### config.mk
export PLATFORM = sky130hd
export DESIGN_NAME = rd_credit_counter
export DESIGN_NICKNAME = d
export VERILOG_FILES = /design/src/design/axi_rd_pkg.sv /design/src/design/rd_credit_counter.sv
export SDC_FILE = /design/constraint.sdc
export NUM_CORES = 1
export LEC_CHECK = 0
export ABC_AREA = 1
export BUFFER_PORTS_ARGS = -buffer_cell sky130_fd_sc_hd__buf_2
export CAP_MARGIN = 20
export CORE_AREA = 8 8 45 47
export DETAILED_ROUTE_END_ITERATION = 10
export DIE_AREA = 0 0 53 55
export PLACE_DENSITY_LB_ADDON = 0.25
export SYNTH_ARGS = -nofsm -noshare
export SYNTH_HDL_FRONTEND = slang
export SYNTH_SLANG_ARGS = --single-unit
### constraint.sdc
create_clock -name clk -period 1.2 [get_ports clk]
set_input_delay 0.24 -clock clk [delete_from_list [all_inputs] [get_ports clk]]
set_output_delay 0.24 -clock clk [all_outputs]
set_load 0.02 [all_outputs]
### src/design/axi_rd_pkg.sv
package axi_rd_pkg;

  // memory depth in 32-bit words
  localparam int MEM_WORDS = 256;

  // beat FIFO entries, which is also the limit on outstanding reads
  localparam int FIFO_DEPTH = 4;

  typedef logic [15:0] addr_t;
  typedef logic [3:0]  id_t;
  typedef logic [7:0]  len_t;
  typedef logic [2:0]  size_t;
  typedef logic [1:0]  burst_t;
  typedef logic [31:0] data_t;
  typedef logic [7:0]  word_idx_t;

  // counts FIFO entries plus reads still in the memory pipeline
  typedef logic [2:0]  credit_t;

  // one AR request as it arrives on the slave port
  typedef struct packed {
    addr_t  addr;
    id_t    id;
    len_t   len;
    size_t  size;
    burst_t burst;
  } ax_req_t;

  // one single-beat read toward the memory
  typedef struct packed {
    addr_t addr;
    id_t   id;
    logic  last;
  } beat_req_t;

  // one read beat on its way back to the R port
  typedef struct packed {
    data_t data;
    id_t   id;
    logic  last;
  } r_beat_t;

  typedef enum logic {
    IDLE,
    BURST
  } iter_state_t;

endpackage

### src/design/rd_credit_counter.sv
`timescale 1ns/1ps

// tracks how many beat FIFO entries are spoken for
// a credit is taken when a memory read issues and returned when the beat
// leaves on the R port, so memory data always finds a free FIFO slot
module rd_credit_counter (
  input  logic clk,
  input  logic rst_n,
  input  logic take,
  input  logic give,
  output logic ready
);

  axi_rd_pkg::credit_t count;

  always_ff @(posedge clk) begin
    if (!rst_n) begin
      count <= '0;
    end else if (take && !give) begin
      count <= count + 1'b1;
    end else if (give && !take) begin
      count <= count - 1'b1;
    end
  end

  // take and give in the same cycle leave the count where it is
  assign ready = (count < axi_rd_pkg::credit_t'(axi_rd_pkg::FIFO_DEPTH));

endmodule

==> metrics.md <==
| Metric | Value |
|---|---|
| Row count | `14` |
| CTS Sinks | `3` |
| CP max stage delay | `410 ps` |
| Number of buffers created by CTS | `3` |
| Layout Skew | `2.912 ps` |
| Worst R2R Start | `count[0]` |
| HP Class | `in2reg` |
| Global route total overflow | `0` |
| Critical-path top delay cell | `fa_2` |
| Yosys warnings | `0` |
| Die Wd | `53 µm` |
| Reg2Reg Depth | `7` |
| Syn avg cell area | `7.247 µm²` |
| Largest register FFs | `3` |
| Hold Path Depth | `3` |
| CTS tree | `done` |
| Hold Startpoint | `rst_n` |
| Least-Margin Pin Slew | `139.5 ps` |
| Clock Tree Buf Depth | `2` |
| Crit Reg-Reg Endpoint | `count[2]` |
| Vias in the first global route | `156` |
| Gate Count Post-Synth | `24` |
| Total track usage | `3.116%` |
| First-pass GRT wire length | `558 µm` |
| Period minus WS final | `1134 ps` |
| Synthesized net count | `30` |
| Drt pass-1 iters | `2` |
| Flop2flop setup slack | `70 ps` |
| Status | `completed` |
| Largest registers | `count x3` |
| HPWL after DPL | `302.1 µm` |
| DIE AREA | `2915 µm²` |
| Initial antenna violation count | `0` |
| Initial core utilization | `12.57%` |
| Crit end category | `flip-flop` |
| Final Max Tran Viols | `0` |
| Leakage power | `0.0001302 µW` |
| Most flops, register | `count` |
| Drt total wl | `375 µm` |
| Clk slew on worst S/H paths | `30 ps` |
| Fraction of layout cells with a size suffix above 1 | `47.06%` |
| CP startpoint kind | `flip-flop` |
| # IOs | `5` |
| Max Freq | `881.7 MHz` |
| Total core area | `1384 µm²` |
| Pwr dens | `1445 nW/µm²` |
| Largest net degree at the start of global routing | `5` |
| Post-synthesis register bit count | `3` |
| Hold WS | `269.5 ps` |
| Slew HR | `90.60%` |
| CP max FO | `2` |
| CTS root buffer | `clkbuf_4` |
| Diode count | `0` |
| H-tree depth | `1` |
| Post-route cell area | `272.8 µm²` |
| Post-route DRC | `0` |
| DR iter-0 viols | `3` |
| Post-CTS Setup Repair Bufs | `0` |
| Routed len/inst | `7.500 µm` |
| Port bufs | `4` |
| Vias | `168` |
| Max Cap Viol | `0` |
| Final setup violation count | `0` |
| Die H | `55 µm` |
| Worst Hold Endpoint | `count[2]` |
| Number of library cell types mapped by synthesis | `12` |
| Placed Instance Area | `231.5 µm²` |
| Via density | `3.360` |
| Critical path type | `reg2reg` |
| RSZ-0062 raised after global routing | `false` |
| Sequential share of the synthesized area | `34.53%` |
| CP arrival | `1260 ps` |
| Max VDD drop | `0.0003789 V` |
| Mapped Area | `173.9 µm²` |
| DRT antenna net count | `0` |
| Area Overhead vs Synth | `56.83%` |
| Period utilization | `94.52%` |
| Fin util | `19.71%` |
| Final GP Congestion | `0.6348` |
| CP cell instances | `fa_2 -> inv_2 -> nand2_2 -> nand3_1 -> nand2_1 -> inv_1 -> nor2_1` |
| Clk_lat worst skew | `230 ps` |
| Critical Path RT | `1320 ps` |
| Final-report hold violation count | `0` |
| Most frequent cells in the layout | `inv_1 (4), buf_2 (4)` |
| Fin nets | `41` |
## worst max-delay path, delay by kind of cell, from the launching register on
kind / cells / cell delay, ps
flip-flops: 1 / 320
adder cells (fa/ha/maj): 1 / 410
buffers and inverters: 2 / 100
AND/OR/NAND/NOR: 4 / 180
## how the worst max path moves through the flow
stage	startpoint	end	slack, ps
final	count[0]	count[2]	70
after floorplan	give	count[2]	-10
after CTS	count[0]	count[2]	50
after global placement	give	count[2]	-180
after detailed placement	give	count[2]	-190
after global routing	count[0]	count[2]	5
## final cells by class
class / instances / area, µm²
Tap cell: 16 / 20.02
Timing Repair Buffer: 6 / 35.03
Inverter: 7 / 26.28
Sequential cell: 3 / 60.06
Fill cell: 161 / 1111
Multi-Input combinational cell: 14 / 105.1
Clock buffer: 4 / 26.28
## cell families (layout without fill, tap and decap cells)
logic type | after synthesis | in the layout | synth area share (%)
AOI/OAI and AO/OA | 3 | 3 | 8.631
buffers and inverters | 7 | 17 | 15.10
and+or+nand+nor | 9 | 9 | 23.02
DFF | 3 | 3 | 34.53
adders and majority gates | 2 | 2 | 18.70
## metrics by stage
stage | power [µW] | TNS (ps) | worst slack (ps) | cells
after CTS | 397.9 | 0 | 51.36 | 50
final | 394.1 | 0 | 65.80 | 50
after global placement | 214.6 | -321.9 | -177.1 | 46
after global routing | 429.9 | 0 | 5.419 | 50
after floorplan | 185.7 | -11.12 | -11.12 | 24
after detailed placement | 212.8 | -317.7 | -188.3 | 46
## timing repair
item,CTS,global route
endpoints found under the setup margin,0,1
gates resized for setup,0,5
hold buffers,0,0
## Yosys cell counts (all sizes together)
| master | number | share of area, % |
|---|---|---|
| o21ai | 2 | 5.8 |
| fa | 1 | 12 |
| nand4 | 1 | 3.6 |
| ha | 1 | 7.2 |
| nor2 | 3 | 6.5 |
| nand2 | 4 | 10 |
| nand3 | 1 | 2.9 |
| dfxtp | 3 | 35 |
| a21oi | 1 | 2.9 |
| inv | 7 | 15 |
## metal layers
metal	track usage, %	up-vias	part of all wire (%)	wire (µm)
met5	0	-	0	0
met4	5.172	0	0	0
met3	2.674	0	11	41
met2	3.516	3	48	179
met1	2.588	74	41	154
li1	-	91	-	-
## power breakdown
group / internal [µW] / total [µW] / leakage [µW] / switching (µW)
logic: 44.9 / 96.9 / 0.0000903 / 52.0
registers: 114 / 124 / 0.0000250 / 10.0
clock network: 124 / 173 / 0.0000150 / 48.5
No activity file was read; power rests on OpenSTA's default activity.
