<file path="config.mk">
export PLATFORM = sky130hd
export DESIGN_NAME = burst_iter_ax
export DESIGN_NICKNAME = d
export VERILOG_FILES = /design/src/design/axi_rd_pkg.sv /design/src/design/burst_iter_ax.sv
export SDC_FILE = /design/constraint.sdc
export NUM_CORES = 1
export LEC_CHECK = 0
export BUFFER_PORTS_ARGS = -buffer_cell sky130_fd_sc_hd__buf_2
export CAP_MARGIN = 20
export CORE_MARGIN = 2
export CORE_UTILIZATION = 50
export CTS_BUF_LIST = sky130_fd_sc_hd__clkbuf_8
export CTS_CLUSTER_SIZE = 25
export DETAILED_ROUTE_END_ITERATION = 10
export PLACE_DENSITY_LB_ADDON = 0.08
export SETUP_SLACK_MARGIN = 0.4
export SLEW_MARGIN = 0
export SYNTH_ARGS = -nofsm -noshare
export SYNTH_HDL_FRONTEND = slang
export SYNTH_SLANG_ARGS = --single-unit
</file>
<file path="constraint.sdc">
create_clock -name clk -period 7.6 [get_ports clk]
set_input_delay 1.52 -clock clk [delete_from_list [all_inputs] [get_ports clk]]
set_output_delay 1.52 -clock clk [all_outputs]
set_load 0.03 [all_outputs]
</file>
<file path="src/design/axi_rd_pkg.sv">
package axi_rd_pkg;

  // memory depth in 32-bit words
  localparam int MEM_WORDS = 256;

  // beat FIFO entries, which is also the limit on outstanding reads
  localparam int FIFO_DEPTH = 4;

  typedef logic [15:0] addr_t;
  typedef logic [3:0]  id_t;
  typedef logic [7:0]  len_t;
  typedef logic [2:0]  size_t;
  typedef logic [1:0]  burst_t;
  typedef logic [31:0] data_t;
  typedef logic [7:0]  word_idx_t;

  // counts FIFO entries plus reads still in the memory pipeline
  typedef logic [2:0]  credit_t;

  // one AR request as it arrives on the slave port
  typedef struct packed {
    addr_t  addr;
    id_t    id;
    len_t   len;
    size_t  size;
    burst_t burst;
  } ax_req_t;

  // one single-beat read toward the memory
  typedef struct packed {
    addr_t addr;
    id_t   id;
    logic  last;
  } beat_req_t;

  // one read beat on its way back to the R port
  typedef struct packed {
    data_t data;
    id_t   id;
    logic  last;
  } r_beat_t;

  typedef enum logic {
    IDLE,
    BURST
  } iter_state_t;

endpackage

</file>
<file path="src/design/burst_iter_ax.sv">
`timescale 1ns/1ps

// splits an AXI address burst into single-beat requests
// the outputs are registered, so the first beat leaves one cycle after
// the AR handshake and later beats follow at up to one per cycle
module burst_iter_ax (
  input  logic                  clk,
  input  logic                  rst_n,

  input  logic                  s_valid,
  input  axi_rd_pkg::ax_req_t   s_req,
  output logic                  s_ready,

  output logic                  m_valid,
  output axi_rd_pkg::beat_req_t m_req,
  input  logic                  m_ready
);

  axi_rd_pkg::iter_state_t state;
  axi_rd_pkg::iter_state_t state_next;

  logic                  s_ready_next;
  logic                  m_valid_next;
  axi_rd_pkg::beat_req_t m_req_next;

  // beats still to come after the one on m_req
  axi_rd_pkg::len_t   burst_len;
  axi_rd_pkg::len_t   burst_len_next;
  axi_rd_pkg::size_t  burst_size;
  axi_rd_pkg::size_t  burst_size_next;
  axi_rd_pkg::burst_t burst_type;
  axi_rd_pkg::burst_t burst_type_next;

  always_comb begin
    state_next      = state;
    s_ready_next    = 1'b0;
    m_valid_next    = m_valid && !m_ready;
    m_req_next      = m_req;
    burst_len_next  = burst_len;
    burst_size_next = burst_size;
    burst_type_next = burst_type;

    case (state)
      axi_rd_pkg::IDLE: begin
        s_ready_next = 1'b1;
        if (s_valid && s_ready) begin
          state_next      = axi_rd_pkg::BURST;
          s_ready_next    = 1'b0;
          m_valid_next    = 1'b1;
          m_req_next.addr = s_req.addr;
          m_req_next.id   = s_req.id;
          m_req_next.last = (s_req.len == '0);
          burst_len_next  = s_req.len;
          burst_size_next = s_req.size;
          burst_type_next = s_req.burst;
        end
      end

      axi_rd_pkg::BURST: begin
        if (m_valid && m_ready) begin
          if (burst_len == '0) begin
            // the last beat just went out, so open up for the next burst
            state_next   = axi_rd_pkg::IDLE;
            s_ready_next = 1'b1;
          end else begin
            m_valid_next    = 1'b1;
            burst_len_next  = burst_len - 1'b1;
            m_req_next.last = (burst_len == axi_rd_pkg::len_t'(1));
            // FIXED bursts keep the start address, WRAP steps like INCR
            if (burst_type != 2'b00) begin
              m_req_next.addr = m_req.addr + (axi_rd_pkg::addr_t'(1) << burst_size);
            end
          end
        end
      end

      default: begin
        state_next = axi_rd_pkg::IDLE;
      end
    endcase
  end

  always_ff @(posedge clk) begin
    if (!rst_n) begin
      state   <= axi_rd_pkg::IDLE;
      s_ready <= 1'b1;
      m_valid <= 1'b0;
    end else begin
      state   <= state_next;
      s_ready <= s_ready_next;
      m_valid <= m_valid_next;
    end
  end

  always_ff @(posedge clk) begin
    m_req      <= m_req_next;
    burst_len  <= burst_len_next;
    burst_size <= burst_size_next;
    burst_type <= burst_type_next;
  end

endmodule

</file>
==> impl_results.md <==
* Status: finished clean
* Num ports at 60
* Critical Path Source Type: input pin
* Row count at 24
* Vias in the first global route at around 1600
* Number of max-cap violations at 0
* Final Non-Filler Cells at 320
* Ys Warns at 0
* Max_slew headroom at 0.433
* Number of flops mapped to enable cells by yosys at 34
* Pleak at 1.14 nW
* Pin count of the biggest net entering global routing at 51
* TritonCTS clock tree: built
* CTS Buf Count at 5
* Clock slew at reported path FFs at 0.07 ns
* Hold Fails Final Rpt at 0
* Max FO, Critical Path at 10
* Critical Path AT at 3.62 ns
* Antenna-violating nets left at 0
* Hold Path Class: reg -> reg
* Crit path kind: in -> reg
* Multiplexer area fraction after synthesis at 0.0271
* DRC viols at 0
* Post-CTS Resized at 0
* Final nets at 316
* Simple-Gate Fraction of Synth Area at 0.188
* First-pass DRT Iterations at 4
* FMAX at around 280 MHz
* CP required at approximately 7.6 ns
* Number of port buffers at a little under 60
* Period utilization at 0.476
* Total gr overflow at 0
* P_int at about 0.00042 W
* Die X at slightly above 70 um
* Post-Synthesis Cells at 207
* Max Clock Skew at 0.00782 ns
* Starting density of the core at 0.520
* Max-slew violation count at 0
* Tmin final at roughly 3.6 ns
* Core region area at 0.00435 mm^2
* Final setup vio count at 0
* Synth Area in XOR/XNOR at 0.0580
* RSZ-0062 raised after global routing: false
* Initial antenna violation count at 0
* Cell Pwr Density at 213 mW/mm^2
* N_diodes at 0
* Reg power frac at 0.446
* Sequential-to-total area share from yosys stat at 0.477
* Clock Power Share at 0.349
* FFs w/ async S/R, synth at 0
* Mapped cell area at around 0.0023 mm^2
* Adder-Cell Fraction of Synth Area at 0.0696
* Routability cong. at ~0.7
* Post-Syn Nets at between 200 and 300
* Root Buffer: clkbuf_8
* Post-CTS setup buffers at 0
* CP endpoint kind: flip-flop
* Worst-skew pair later-pin latency at 0.29 ns
* Die area at 0.00508 mm^2
* Syn_area_per_cell at 10.9 um^2
* Yosys cell types at 50
* Die Y at 71.3 um
* Largest family of logic cells by synthesized area: simple AND/OR/NAND/NOR gates
* Pwr Total at 0.000584 W
* Final wirelength at roughly 4.7 mm
* Layout Utilization at 0.630
* Inst Count DP at 312
* Setup_tns at 0 ns
* Worst vdd ir at 116 uV
* Synth Area in Compound Gates at 0.151
* Synthesis-to-layout area growth at 21.1%
* Worst slew pin tran at 0.849 ns
* Primary FF master, synth: edfxtp_1
* Total GRT Usage at 0.191
* Via count at 1792
* Max clock buf depth at 2
* Via/cell ratio at ~5.6
* HPWL after DPL at between 3 and 4 mm
* DR iter-0 viols at between 100 and 150
* First-pass GRT wire length at 7.60 mm
* Hold buffer count at CTS at 0
* H-Tree Level Count at 2
* Total clock sinks at 37
* Sw Share at 0.276
* Seq cells post-synth at 37
* Layout cells sized above 1 at 0.295
* Switching power at 0.000161 W
* Fillers at 378
* Logic pwr share at 0.204
* Wire per inst at 14.5 um
registers in the layout, indices dropped and copies added, names as in the netlist:
signal,flops
m_valid,1
s_ready,1
burst_size,3
burst_type,2
burst_len,8
m_req,21
state,1
area by class of cell:
type	count	area (um^2)	area share
Multi-Input combinational cell	154	1120	0.408
Sequential cell	37	1080	0.394
Timing Repair Buffer	62	318	0.116
Clock buffer	5	68.8	0.0251
Clock inverter	3	65.1	0.0237
Tap cell	52	65.1	0.0237
Inverter	7	26.3	0.00958
worst max-delay path, cell delays in order:
cell      delay, ns
buf_2          0.07
and2_1         0.33
nor2b_1        0.22
a41o_1         0.40
a21boi_1       0.76
buf_4          0.31
cells by family after synthesis:
logic type	Yosys count
adders and majority gates	12
xor gates and xnor gates	15
AOI/OAI and AO/OA	49
DFF	37
muxes	6
buffers and inverters	16
and+or+nand+nor	72
synthesized netlist by cell type (3+ instances only):
master	n	area (um^2)
clkbuf_1	3	11.3
mux2i_1	5	50.1
nor2_1	11	41.3
and2_1	3	18.8
buf_2	4	20.0
nand3_1	9	45.0
inv_1	6	22.5
nor3b_1	6	45.0
edfxtp_1	34	1020
xnor2_1	8	70.1
a22o_1	5	43.8
o211ai_1	5	37.5
dfxtp_1	3	60.1
a21oi_1	14	70.1
nand2_1	19	71.3
o21ai_0	6	30.0
xor2_1	7	61.3
ha_1	11	138
a21o_1	4	30.0
and3_1	3	18.8
nand3b_1	3	22.5
layer usage:
layer	share of wire	global-route usage
met3	0.065	0.0464
met5	0	0
met1	0.48	0.282
met4	0.011	0.0545
met2	0.44	0.281
placed cells by master (no fill, tap or decap), types with 3 or more instances in the layout:
cell	synthesis	final
inv_1	6	6
o21ai_0	6	6
edfxtp_1	34	34
nor3b_1	6	6
a21o_1	4	4
and3_1	3	3
nor2_1	11	11
nand3_1	9	9
nand3b_1	3	3
xor2_1	7	7
mux2i_1	5	5
dfxtp_1	3	3
a21oi_1	14	14
a22o_1	5	5
o211ai_1	5	5
buf_4	0	3
and2_1	3	3
xnor2_1	8	8
buf_2	4	59
ha_1	11	11
clkbuf_8	0	5
nand2_1	19	19
final timing paths:
kind | start | end | slack (ns) | cells past startpoint
setup reg to reg | burst_size[1] | m_req[14] | 4.95 | 7
hold reg to reg | m_valid | m_valid | 0.60 | 2
setup / recovery | s_valid | m_req[20] | 3.98 | 6
hold / removal | m_valid | m_valid | 0.60 | 2
stage by stage:
| step | hold WS [ns] | cell area, um^2 | setup slack [ns] |
|---|---|---|---|
| after floorplan | 0.635 | 2260 | 3.98 |
| after global placement | 0.564 | 2610 | 3.70 |
| after detailed placement | 0.573 | 2610 | 3.65 |
| after CTS | 0.591 | 2740 | 3.95 |
| after global routing | 0.666 | 2740 | 3.73 |
| final | 0.601 | 2740 | 3.98 |
power by group through the flow:
stage | Sequential [W] | Clock (W) | Combinational, W
floorplan | 0.000283 | 0 | 0.0000655
global placement | 0.000265 | 0 | 0.000118
detailed placement | 0.000265 | 0 | 0.000119
CTS | 0.000261 | 0.000206 | 0.000120
global route | 0.000264 | 0.000215 | 0.000131
finish | 0.000261 | 0.000204 | 0.000119
(Power assumes the default switching activity.)
