### src/design/axi_rd_pkg.sv
package axi_rd_pkg;

  // memory depth in 32-bit words
  localparam int MEM_WORDS = 256;

  // beat FIFO entries, which is also the limit on outstanding reads
  localparam int FIFO_DEPTH = 4;

  typedef logic [15:0] addr_t;
  typedef logic [3:0]  id_t;
  typedef logic [7:0]  len_t;
  typedef logic [2:0]  size_t;
  typedef logic [1:0]  burst_t;
  typedef logic [31:0] data_t;
  typedef logic [7:0]  word_idx_t;

  // counts FIFO entries plus reads still in the memory pipeline
  typedef logic [2:0]  credit_t;

  // one AR request as it arrives on the slave port
  typedef struct packed {
    addr_t  addr;
    id_t    id;
    len_t   len;
    size_t  size;
    burst_t burst;
  } ax_req_t;

  // one single-beat read toward the memory
  typedef struct packed {
    addr_t addr;
    id_t   id;
    logic  last;
  } beat_req_t;

  // one read beat on its way back to the R port
  typedef struct packed {
    data_t data;
    id_t   id;
    logic  last;
  } r_beat_t;

  typedef enum logic {
    IDLE,
    BURST
  } iter_state_t;

endpackage

### src/design/r_beat_fifo.sv
`timescale 1ns/1ps

// circular buffer for returned read beats
// the head entry drives the R port directly and stays put until taken
module r_beat_fifo (
  input  logic                clk,
  input  logic                rst_n,

  input  logic                push,
  input  axi_rd_pkg::r_beat_t din,

  output logic                valid,
  output axi_rd_pkg::r_beat_t dout,
  input  logic                ready
);

  axi_rd_pkg::r_beat_t entries [axi_rd_pkg::FIFO_DEPTH];

  // the depth is a power of two, so the pointers wrap on their own
  logic [$clog2(axi_rd_pkg::FIFO_DEPTH)-1:0] wr_ptr;
  logic [$clog2(axi_rd_pkg::FIFO_DEPTH)-1:0] rd_ptr;
  axi_rd_pkg::credit_t                       count;
  logic                                      pop;

  assign pop   = valid && ready;
  assign valid = (count != '0);
  assign dout  = entries[rd_ptr];

  always_ff @(posedge clk) begin
    if (!rst_n) begin
      wr_ptr <= '0;
      rd_ptr <= '0;
      count  <= '0;
    end else begin
      if (push) begin
        wr_ptr <= wr_ptr + 1'b1;
      end
      if (pop) begin
        rd_ptr <= rd_ptr + 1'b1;
      end
      if (push && !pop) begin
        count <= count + 1'b1;
      end else if (pop && !push) begin
        count <= count - 1'b1;
      end
    end
  end

  // no full check here because the credit counter never lets pushes
  // outrun the free entries
  always_ff @(posedge clk) begin
    if (push) begin
      entries[wr_ptr] <= din;
    end
  end

endmodule

### config.mk
export PLATFORM = sky130hd
export DESIGN_NAME = r_beat_fifo
export DESIGN_NICKNAME = d
export VERILOG_FILES = /design/src/design/axi_rd_pkg.sv /design/src/design/r_beat_fifo.sv
export SDC_FILE = /design/constraint.sdc
export NUM_CORES = 1
export LEC_CHECK = 0
export BUFFER_PORTS_ARGS = -buffer_cell sky130_fd_sc_hd__buf_2
export CAP_MARGIN = 15
export CORE_MARGIN = 2
export CORE_UTILIZATION = 50
export DETAILED_ROUTE_END_ITERATION = 10
export GPL_TIMING_DRIVEN = 0
export PLACE_DENSITY = 0.71
export SLEW_MARGIN = 30
export SYNTH_ARGS = -nofsm -noshare
export SYNTH_HDL_FRONTEND = slang
export SYNTH_SLANG_ARGS = --single-unit
### constraint.sdc
create_clock -name clk -period 3.18 [get_ports clk]
set_input_delay 0.636 -clock clk [delete_from_list [all_inputs] [get_ports clk]]
set_output_delay 0.636 -clock clk [all_outputs]
set_load 0.03 [all_outputs]
==> results.tsv, run 1 <==
stage	metric	value	unit
worst_setup_path	Critical Path RT	2540	ps
floorplan	initial core utilization	51.2	%
synthesis	Post-Syn Nets	282	
worst_setup_path	depth of the worst register-to-register path	7	
grt	grt total ovfl	0	
grt	global-route wire length before repair	14100	µm
routing	initial drt markers	141	
cts	Hold-fix buffers, CTS	0	
place	HPWL Detailed	5270	µm
timing	# setup viols final	0	
timing	Max Transition Viols Final	0	
routing	Routed Antenna Nets	0	
run_status	status	completed	
synthesis	top post-synthesis cells by area	edfxtp_1 (76%), mux4_2 (12%), mux4_1 (3.1%), dfxtp_1 (3.1%), ha_1 (1.1%)	
worst_setup_path	Levels on crit path	4	
pwr	Lkg Pwr	2.41	nW
floorplan	die footprint	12600	µm²
worst_setup_path	CP max FO	10	
pwr	combinational power share	25.1	%
synthesis	Yosys warning count	0	
timing	fin crit period	2480	ps
final_layout	share of cells above drive strength 1	42.0	%
place	number of port buffers	78	
routing	Wirelength per Cell	18.4	µm
synthesis	post-synth top area share	76.0	%
pwr	Power, Total	0.00580	W
floorplan	chip height	112	µm
synthesis	syn avg cell area	24.9	µm²
routing	final WL	8960	µm
routing	via/cell ratio	5.29	
timing	Setup TNS Final	0	ps
cts	Resize count post-CTS	0	
worst_setup_path	cell mode on critical path	buf_2	
grt	largest net degree at the start of global routing	38	
pwr	Switching Fraction	27.3	%
synthesis	Mapped Area	5850	µm²
worst_setup_path	critical path class	reg -> out	
pwr	switching power	0.00158	W
final_layout	Final Cell Area	6990	µm²
pwr	Internal Power	0.00422	W
routing	drt drc	0	
routing	TritonRoute pass-1 iters	4	
timing	Post-Route Skew	3.55	ps
floorplan	io pins	79	
floorplan	core box area	11400	µm²
floorplan	Site Rows	39	
timing	final cycle utilization of the critical path	77.9	%
routing	detailed-route via count	2571	
final_layout	area grow syn2layout	19.5	%
floorplan	Chip Width	112	µm
synthesis	Yosys cell types	21	
cts	CTS Sinks	157	
final_layout	n_diodes	0	
pwr	PD cells	831	nW/µm²
worst_setup_path	crit path launch type	flop	
final_layout	layout net count	379	
cts	CTS tree	done	
worst_setup_path	slowest stage delay, CP	360	ps
synthesis	cell taking the most area after synthesis	edfxtp_1	
worst_setup_path	Buf/Inv on CP	3	
place	GPL Wtd Cong	0.673	
timing	Hold Fails Final Rpt	0	
worst_hold_path	hold depth	1	
cts	Longest Clk Path Bufs	2	
cts	Worst-path clk slew	60	ps
timing	Max-slew headroom	60.7	%
cts	post-CTS setup buffer count	0	
job	Max Cap Violations	0	
synthesis	cells after synthesis	235	
timing	Worst-Margin Slew	589	ps
worst_setup_path	crit end category	output port	
cts	H-tree level count	4	
pwr	Clock power frac	32.9	%
cts	Root Buffer	clkbuf_16	
final_layout	Final Non-Filler Cells	486	
grt	via count of the first global-routing pass	2636	
final_layout	post-layout util	61.2	%
worst_hold_path	HP Class	in -> reg	
pwr	VDD IR max	0.000523	V
grt	antenna violations before repair	0	
cts	cts bufs inserted	17	
pwr	register share of total power	42.0	%
worst_setup_path	Max stage delay cell, worst path	mux4_2	
grt	GR Util All Layers	15.6	%
synthesis	#FFs+latches synth	157	
cts	Skew-Pair Late Insertion Delay	410	ps
worst_setup_path	crit-path leading delay family	buffers and inverters	
place	DP Area	6430	µm²
place	Cells after DPL	456	
worst_setup_path	worst-path cell chain	clkbuf_2, buf_2, mux4_2, buf_2	
synthesis	register area share after synthesis	79.1	%
timing	Peak Freq	404	MHz
worst_setup_path	Data arrival, critical path	1840	ps
timing	RSZ-0062 raised after global routing	false	
## routing by layer
metal / share of wire, % / global-route usage, % / wire length [µm] / up-vias
met5: 0 / 0 / 0 / -
met4: 2.7 / 8.37 / 238 / 0
met3: 6.4 / 5.29 / 571 / 18
met2: 51 / 25.1 / 4600 / 84
met1: 40 / 18.6 / 3550 / 1281
li1: - / - / - / 1188
## synthesized netlist by cell type
cell type  number
or3_1           2
and2_1          9
o31ai_2         1
xnor2_1         3
dfxtp_1         9
mux2i_1         2
clkbuf_2        1
xor2_1          2
buf_12          3
buf_6           1
o21ai_0         1
mux4_1          7
edfxtp_1      148
mux4_2         30
a21boi_0        1
fa_1            1
buf_2           3
nor2b_1         2
inv_1           3
o311ai_1        1
ha_1            5
## layout by cell type, fill, tap and decap left out, drive strengths merged
cell      netlist  layout
a21boi          1       1
and2            9       9
buf             7      85
bufinv          0       3
clkbuf          1      20
clkinv          0       7
clkinvlp        0       1
dfxtp           9       9
edfxtp        148     148
fa              1       1
ha              5       5
inv             3       3
mux2i           2       2
mux4           37      37
nor2b           2       2
o21ai           1       1
o311ai          1       1
o31ai           1       1
or3             2       2
xnor2           3       3
xor2            2       2
## registers in the layout, summed over array words and instances (netlist names), named ones only
signal   flops
entries    148
rd_ptr       2
count        3
wr_ptr       2
## area by class of cell
type | instances | area (µm²)
Sequential cell | 157 | 4620
Fill cell | 846 | 4430
Multi-Input combinational cell | 67 | 1130
Clock buffer | 19 | 433
Timing Repair Buffer | 78 | 390
Tap cell | 143 | 179
Clock inverter | 11 | 126
Buffer | 8 | 91.3
Inverter | 3 | 11.3
## logic make-up after synthesis
logic type      Yosys count  synth area share [%]
compound gates            4                 0.578
buf+inv                  11                  1.75
fa+ha+maj                 6                  1.41
xor+xnor                  5                 0.749
mux                      39                  15.0
simple gates             13                  1.39
flops                   157                  79.1
## final timing paths
| check | from | to | slack [ps] |
|---|---|---|---|
| hold reg to reg | count[2] | count[2] | 540 |
| setup / recovery | flop | dout[32] | 700 |
| hold / removal | din[20] | entries[1][20] | 430 |
| setup reg to reg | count[1] | count[2] | 1150 |
## worst register-to-register path, stage by stage, from the launching register on
cell and delay, ps:
dfxtp_1 350, o31ai_2 310, ha_1 240, inv_1 60
fa_1 370, xor2_1 180, or3_1 300, a21boi_0 150
## power by group through the flow
stage                     logic [W]  registers (W)  clock network, W
after floorplan             0.00114        0.00247                 0
after global placement      0.00148        0.00248                 0
after detailed placement    0.00149        0.00248                 0
after CTS                   0.00149        0.00244           0.00195
after global routing        0.00156        0.00245           0.00203
final                       0.00146        0.00244           0.00191
## through the flow
step | hold WS [ps] | worst slack, ps
after floorplan | 494 | 1180
after global placement | 519 | 382
after detailed placement | 534 | 969
after CTS | 416 | 633
after global routing | 420 | 595
final | 433 | 704
Note: power is estimated with default switching activity, not from simulation.
==> inputs of run 2 (changes only) <==
Clock period 3.18 ns to 2.4 ns, I/O delays scaled along.
==> run 2 against run 1 <==
Net effect: via count rose by 0.23%; register-to-register slack got worse by 780 ps; clock power rose by 32%; final cell count did not move; first-iteration DRC count fell by 5.0%; power rose by 33%; critical path depth did not move; clock-buffer cell count did not move; final area rose by 0.11%; critical path type unchanged; largest power group unchanged; highest routed layer unchanged.
==> results.tsv, run 2 (same netlist as run 1, synthesis figures left out) <==
stage	metric	value	unit
final_layout	leading cell type in the layout, fill and taps excluded	edfxtp_1	
cts	Skew-Pair Late Insertion Delay	410	ps
cts	H-tree level count	4	
timing	worst hold slack	279	ps
pwr	Power, Total	0.00769	W
final_layout	Largest register FFs	148	
timing	final cycle utilization of the critical path	94.9	%
cts	cts bufs inserted	17	
cts	CTS Sinks	157	
cts	Longest Clk Path Bufs	2	
timing	Max Transition Viols Final	0	
final_layout	n_diodes	0	
cts	Root Buffer	clkbuf_16	
routing	drt drc	0	
run_status	status	completed	
worst_hold_path	HP Class	in -> reg	
place	Cells after DPL	456	
place	HPWL Detailed	5270	µm
grt	largest net degree at the start of global routing	38	
timing	Post-Route Skew	4.16	ps
routing	via/cell ratio	5.30	
worst_setup_path	Critical Path RT	1920	ps
timing	fin crit period	2280	ps
floorplan	Site Rows	39	
routing	initial drt markers	134	
timing	Setup TNS Final	0	ps
final_layout	share of cells above drive strength 1	42.0	%
timing	Hold Fails Final Rpt	0	
final_layout	fill cell total of the finished layout	845	
timing	Peak Freq	439	MHz
pwr	VDD IR max	0.000695	V
cts	CTS tree	done	
routing	final WL	8940	µm
floorplan	initial core utilization	51.2	%
worst_setup_path	Buf/Inv on CP	3	
timing	# setup viols final	0	
worst_setup_path	crit-path leading delay family	buffers and inverters	
worst_setup_path	slowest stage delay, CP	520	ps
final_layout	top flop regs	entries: 148 flops, count: 3 flops	
cts	post-CTS setup buffer count	0	
floorplan	core box area	11400	µm²
place	pre-CTS setup slack	345	ps
pwr	PD cells	1100	nW/µm²
timing	Worst-Margin Slew	583	ps
worst_setup_path	worst-path cell chain	buf_6, buf_12, mux4_2, buf_2	
floorplan	io pins	79	
worst_setup_path	Data arrival, critical path	1800	ps
place	number of port buffers	78	
worst_setup_path	Max stage delay cell, worst path	mux4_2	
final_layout	Biggest register	entries	
grt	antenna violations before repair	0	
routing	Wirelength per Cell	18.4	µm
routing	TritonRoute pass-1 iters	4	
grt	GR Util All Layers	15.6	%
final_layout	most frequent cells in the layout	edfxtp_1 (148), buf_2 (78), mux4_2 (30)	
timing	Max-slew headroom	61.1	%
cts	Worst-path clk slew	60	ps
worst_setup_path	CP max FO	10	
worst_setup_path	critical path class	reg -> out	
grt	global-route wire length before repair	14100	µm
grt	grt total ovfl	0	
final_layout	area grow syn2layout	19.6	%
pwr	Lkg Pwr	2.41	nW
worst_setup_path	crit path launch type	flop	
timing	min setup slack post-route	122	ps
floorplan	die footprint	12600	µm²
grt	via count of the first global-routing pass	2636	
timing	RSZ-0062 raised after global routing	false	
worst_setup_path	crit end category	output port	
routing	Routed Antenna Nets	0	
floorplan	Chip Width	112	µm
final_layout	Final Non-Filler Cells	486	
job	Max Cap Violations	0	
routing	detailed-route via count	2577	
place	GPL Wtd Cong	0.673	
floorplan	chip height	112	µm
final_layout	layout net count	379	
[run 2: cell count changes in the layout (fill, tap and decap cells not counted), sizes merged]
cell	previous run	this run
clkbuf	20	23
buf	85	82
[run 2: worst register-to-register path: stages, from the launching register on]
cell and delay, ps:
dfxtp_1 350, o31ai_2 310, ha_1 240, inv_1 60, fa_1 370, xor2_1 180
or3_1 300, a21boi_0 150
[run 2: final timing paths]
path | startpoint | to | slack [ps] | cells past startpoint
worst max-delay path | flop | dout[32] | 120 | 4
worst min-delay path | din[17] | entries[2][17] | 280 | 1
worst max register to register | count[1] | count[2] | 370 | 7
worst min register to register | count[2] | count[2] | 540 | 2
[run 2: where the power goes]
part / internal (W) / total, W / leakage, nW / switching (W)
sequential: 0.00317 / 0.00323 / 1.43 / 0.0000612
clock: 0.00160 / 0.00253 / 0.270 / 0.000928
combinational: 0.000828 / 0.00194 / 0.707 / 0.00111
[run 2: layout make-up]
cell class                      count  area, µm²  area share [%]
Clock inverter                     11        126            1.81
Multi-Input combinational cell     67       1130            16.2
Tap cell                          143        179            2.56
Buffer                              8       98.8            1.41
Sequential cell                   157       4620            66.1
Inverter                            3       11.3           0.161
Clock buffer                       19        433            6.19
Timing Repair Buffer               78        390            5.58
[run 2: through the flow]
stage	util (%)	area [µm²]
4_1_cts	61.2	6990
2_1_floorplan	-	5850
3_3_place_gp	56.2	6420
6_report	61.3	6990
3_5_place_dp	56.3	6430
5_1_grt	61.3	6990
[run 2: per-layer routing]
| layer | up-vias | GRT usage, % | wire length, µm |
|---|---|---|---|
| li1 | 1189 | - | - |
| met4 | 0 | 8.37 | 227 |
| met1 | 1290 | 18.6 | 3570 |
| met3 | 17 | 5.29 | 506 |
| met5 | - | 0 | 0 |
| met2 | 81 | 25.1 | 4630 |
[run 2: timing repair]
item / in CTS / in global routing
gates resized for setup: 0 / 3
hold buffers: 0 / 0
endpoints found under the setup margin: 0 / 8
==> inputs of run 3 (changes only) <==
Settings changed: ABC_CLOCK_PERIOD_IN_PS from default to 2400, CORE_UTILIZATION 50 to 56, PLACE_DENSITY 0.71 to 0.78.
==> run 3 against run 2 <==
Net effect: sequential power about the same; via count increased by 1.9%; first-iteration DRC count increased by 22%; combinational power increased by 29%; sequential share of layout area decreased by 3.3 points; critical path depth unchanged; fmax decreased by 3.1%; register-to-register slack got worse by 30 ps; wire length increased by 6.0%; utilization increased by 11 points; flip-flop and latch count unchanged; final area increased by 5.3%.
==> results.tsv, run 3 (same netlist as run 1, synthesis figures left out) <==
stage	metric	value	unit
routing	initial drt markers	163	
grt	largest net degree at the start of global routing	38	
job	Max Cap Violations	0	
pwr	Internal Power	0.00617	W
final_layout	Final Cell Area	7360	µm²
pwr	PD cells	1160	nW/µm²
worst_setup_path	Data arrival, critical path	1870	ps
floorplan	Site Rows	37	
grt	met3 Use GR	5.15	%
run_status	status	completed	
place	DP Area	6420	µm²
cts	cts bufs inserted	17	
pwr	Clock power frac	32.6	%
final_layout	leading cell type in the layout, fill and taps excluded	edfxtp_1	
final_layout	top flop regs	entries: 148 flops, count: 3 flops	
grt	M2 GR Usage	28.4	%
final_layout	Biggest register	entries	
floorplan	core box area	10200	µm²
worst_setup_path	Critical Path RT	1920	ps
cts	Longest Clk Path Bufs	2	
timing	Peak Freq	425	MHz
floorplan	chip height	106	µm
grt	GR Util All Layers	17.5	%
timing	Max Transition Viols Final	0	
timing	Setup TNS Final	0	ps
cts	CTS tree	done	
routing	final WL	9470	µm
timing	final cycle utilization of the critical path	97.9	%
worst_setup_path	crit end category	output port	
pwr	register share of total power	38.1	%
final_layout	most frequent cells in the layout	edfxtp_1 (148), buf_2 (44), mux4_2 (35)	
place	GPL Wtd Cong	0.689	
cts	Root Buffer	clkbuf_8	
routing	Routed Antenna Nets	0	
timing	Max-slew headroom	60.6	%
worst_hold_path	HP Class	in -> reg	
grt	antenna violations before repair	0	
cts	CTS Sinks	157	
floorplan	initial core utilization	57.2	%
floorplan	io pins	79	
final_layout	fill cell total of the finished layout	623	
final_layout	share of cells above drive strength 1	46.4	%
timing	Worst-Margin Slew	591	ps
timing	RSZ-0062 raised after global routing	true	
cts	H-tree level count	4	
routing	detailed-route via count	2627	
routing	drt drc	0	
pwr	VDD IR max	0.000651	V
timing	# setup viols final	0	
pwr	combinational power share	29.3	%
pwr	Switching Fraction	27.6	%
routing	TritonRoute pass-1 iters	4	
timing	fin crit period	2350	ps
pwr	switching power	0.00235	W
routing	Wirelength per Cell	19.5	µm
grt	via count of the first global-routing pass	2729	
final_layout	layout net count	383	
routing	via/cell ratio	5.42	
timing	Hold Fails Final Rpt	0	
pwr	Lkg Pwr	2.54	nW
place	HPWL Detailed	5500	µm
grt	M1 GR Usage	22.4	%
cts	Hold-fix buffers, CTS	0	
worst_setup_path	crit path launch type	flop	
grt	grt total ovfl	0	
worst_setup_path	CP max FO	8	
floorplan	Chip Width	106	µm
final_layout	Largest register FFs	148	
grt	Top Usage Layer GRT	met2	
place	number of port buffers	78	
floorplan	die footprint	11300	µm²
cts	Worst-path clk slew	70	ps
timing	Post-Route Skew	7.89	ps
worst_setup_path	critical path class	reg -> out	
cts	Skew-Pair Late Insertion Delay	520	ps
grt	global-route wire length before repair	14000	µm
final_layout	area grow syn2layout	25.9	%
cts	post-CTS setup buffer count	0	
final_layout	n_diodes	0	
## run 3: layout make-up
type                       instances  area (µm²)  area share [%]
sequential                       157        4630            62.9
multi-input combinational         67        1110            15.1
timing repair buffer              82         709            9.64
clock buffer                      18         418            5.68
clock inverter                    14         205            2.79
tap                              136         170            2.31
buffer                             8         108            1.46
inverter                           3        11.3           0.153
## run 3: path summary, 6_finish.rpt
path | startpoint | to | slack [ps] | depth (start not counted)
worst min register to register | count[2] | count[2] | 540 | 2
worst max register to register | count[1] | count[2] | 340 | 7
worst max-delay path | flop | dout[2] | 50 | 4
worst min-delay path | din[13] | entries[2][13] | 170 | 1
## run 3: metrics by stage
stage / instances / setup WS, ps / hold WS, ps / utilization (%) / power (W)
after detailed placement: 449 / 316 / 539 / 62.7 / 0.00526
after global routing: 485 / -16.6 / 156 / 72.0 / 0.00883
after floorplan: 235 / 464 / 494 / - / 0.00478
after global placement: 449 / -199 / 514 / 62.6 / 0.00524
after CTS: 482 / -1.41 / 152 / 69.3 / 0.00813
final: 485 / 49.6 / 170 / 72.0 / 0.00853
## run 3: metal layers
metal | vias up | share of wire, %
met5 | - | 0
met4 | 0 | 1.5
li1 | 1191 | -
met2 | 73 | 53
met1 | 1347 | 41
met3 | 16 | 4.7
## run 3: timing repair
item                                    CTS  global route
gates resized for setup                   9           104
hold endpoints to repair                  0             0
gates cloned                              1             3
endpoints found under the setup margin   30            34
## run 3: power groups by stage
stage	sequential (W)	clock [W]	combinational, W
floorplan	0.00328	0	0.00151
global placement	0.00329	0	0.00195
detailed placement	0.00329	0	0.00197
CTS	0.00324	0.00282	0.00207
global route	0.00326	0.00293	0.00264
finish	0.00325	0.00278	0.00250
## run 3: worst max-delay path, cell delays in order (launching register included)
cell and delay (ps):
dfxtp_4 370, buf_12 150, clkbuf_16 160, mux4_2 510, buf_6 160
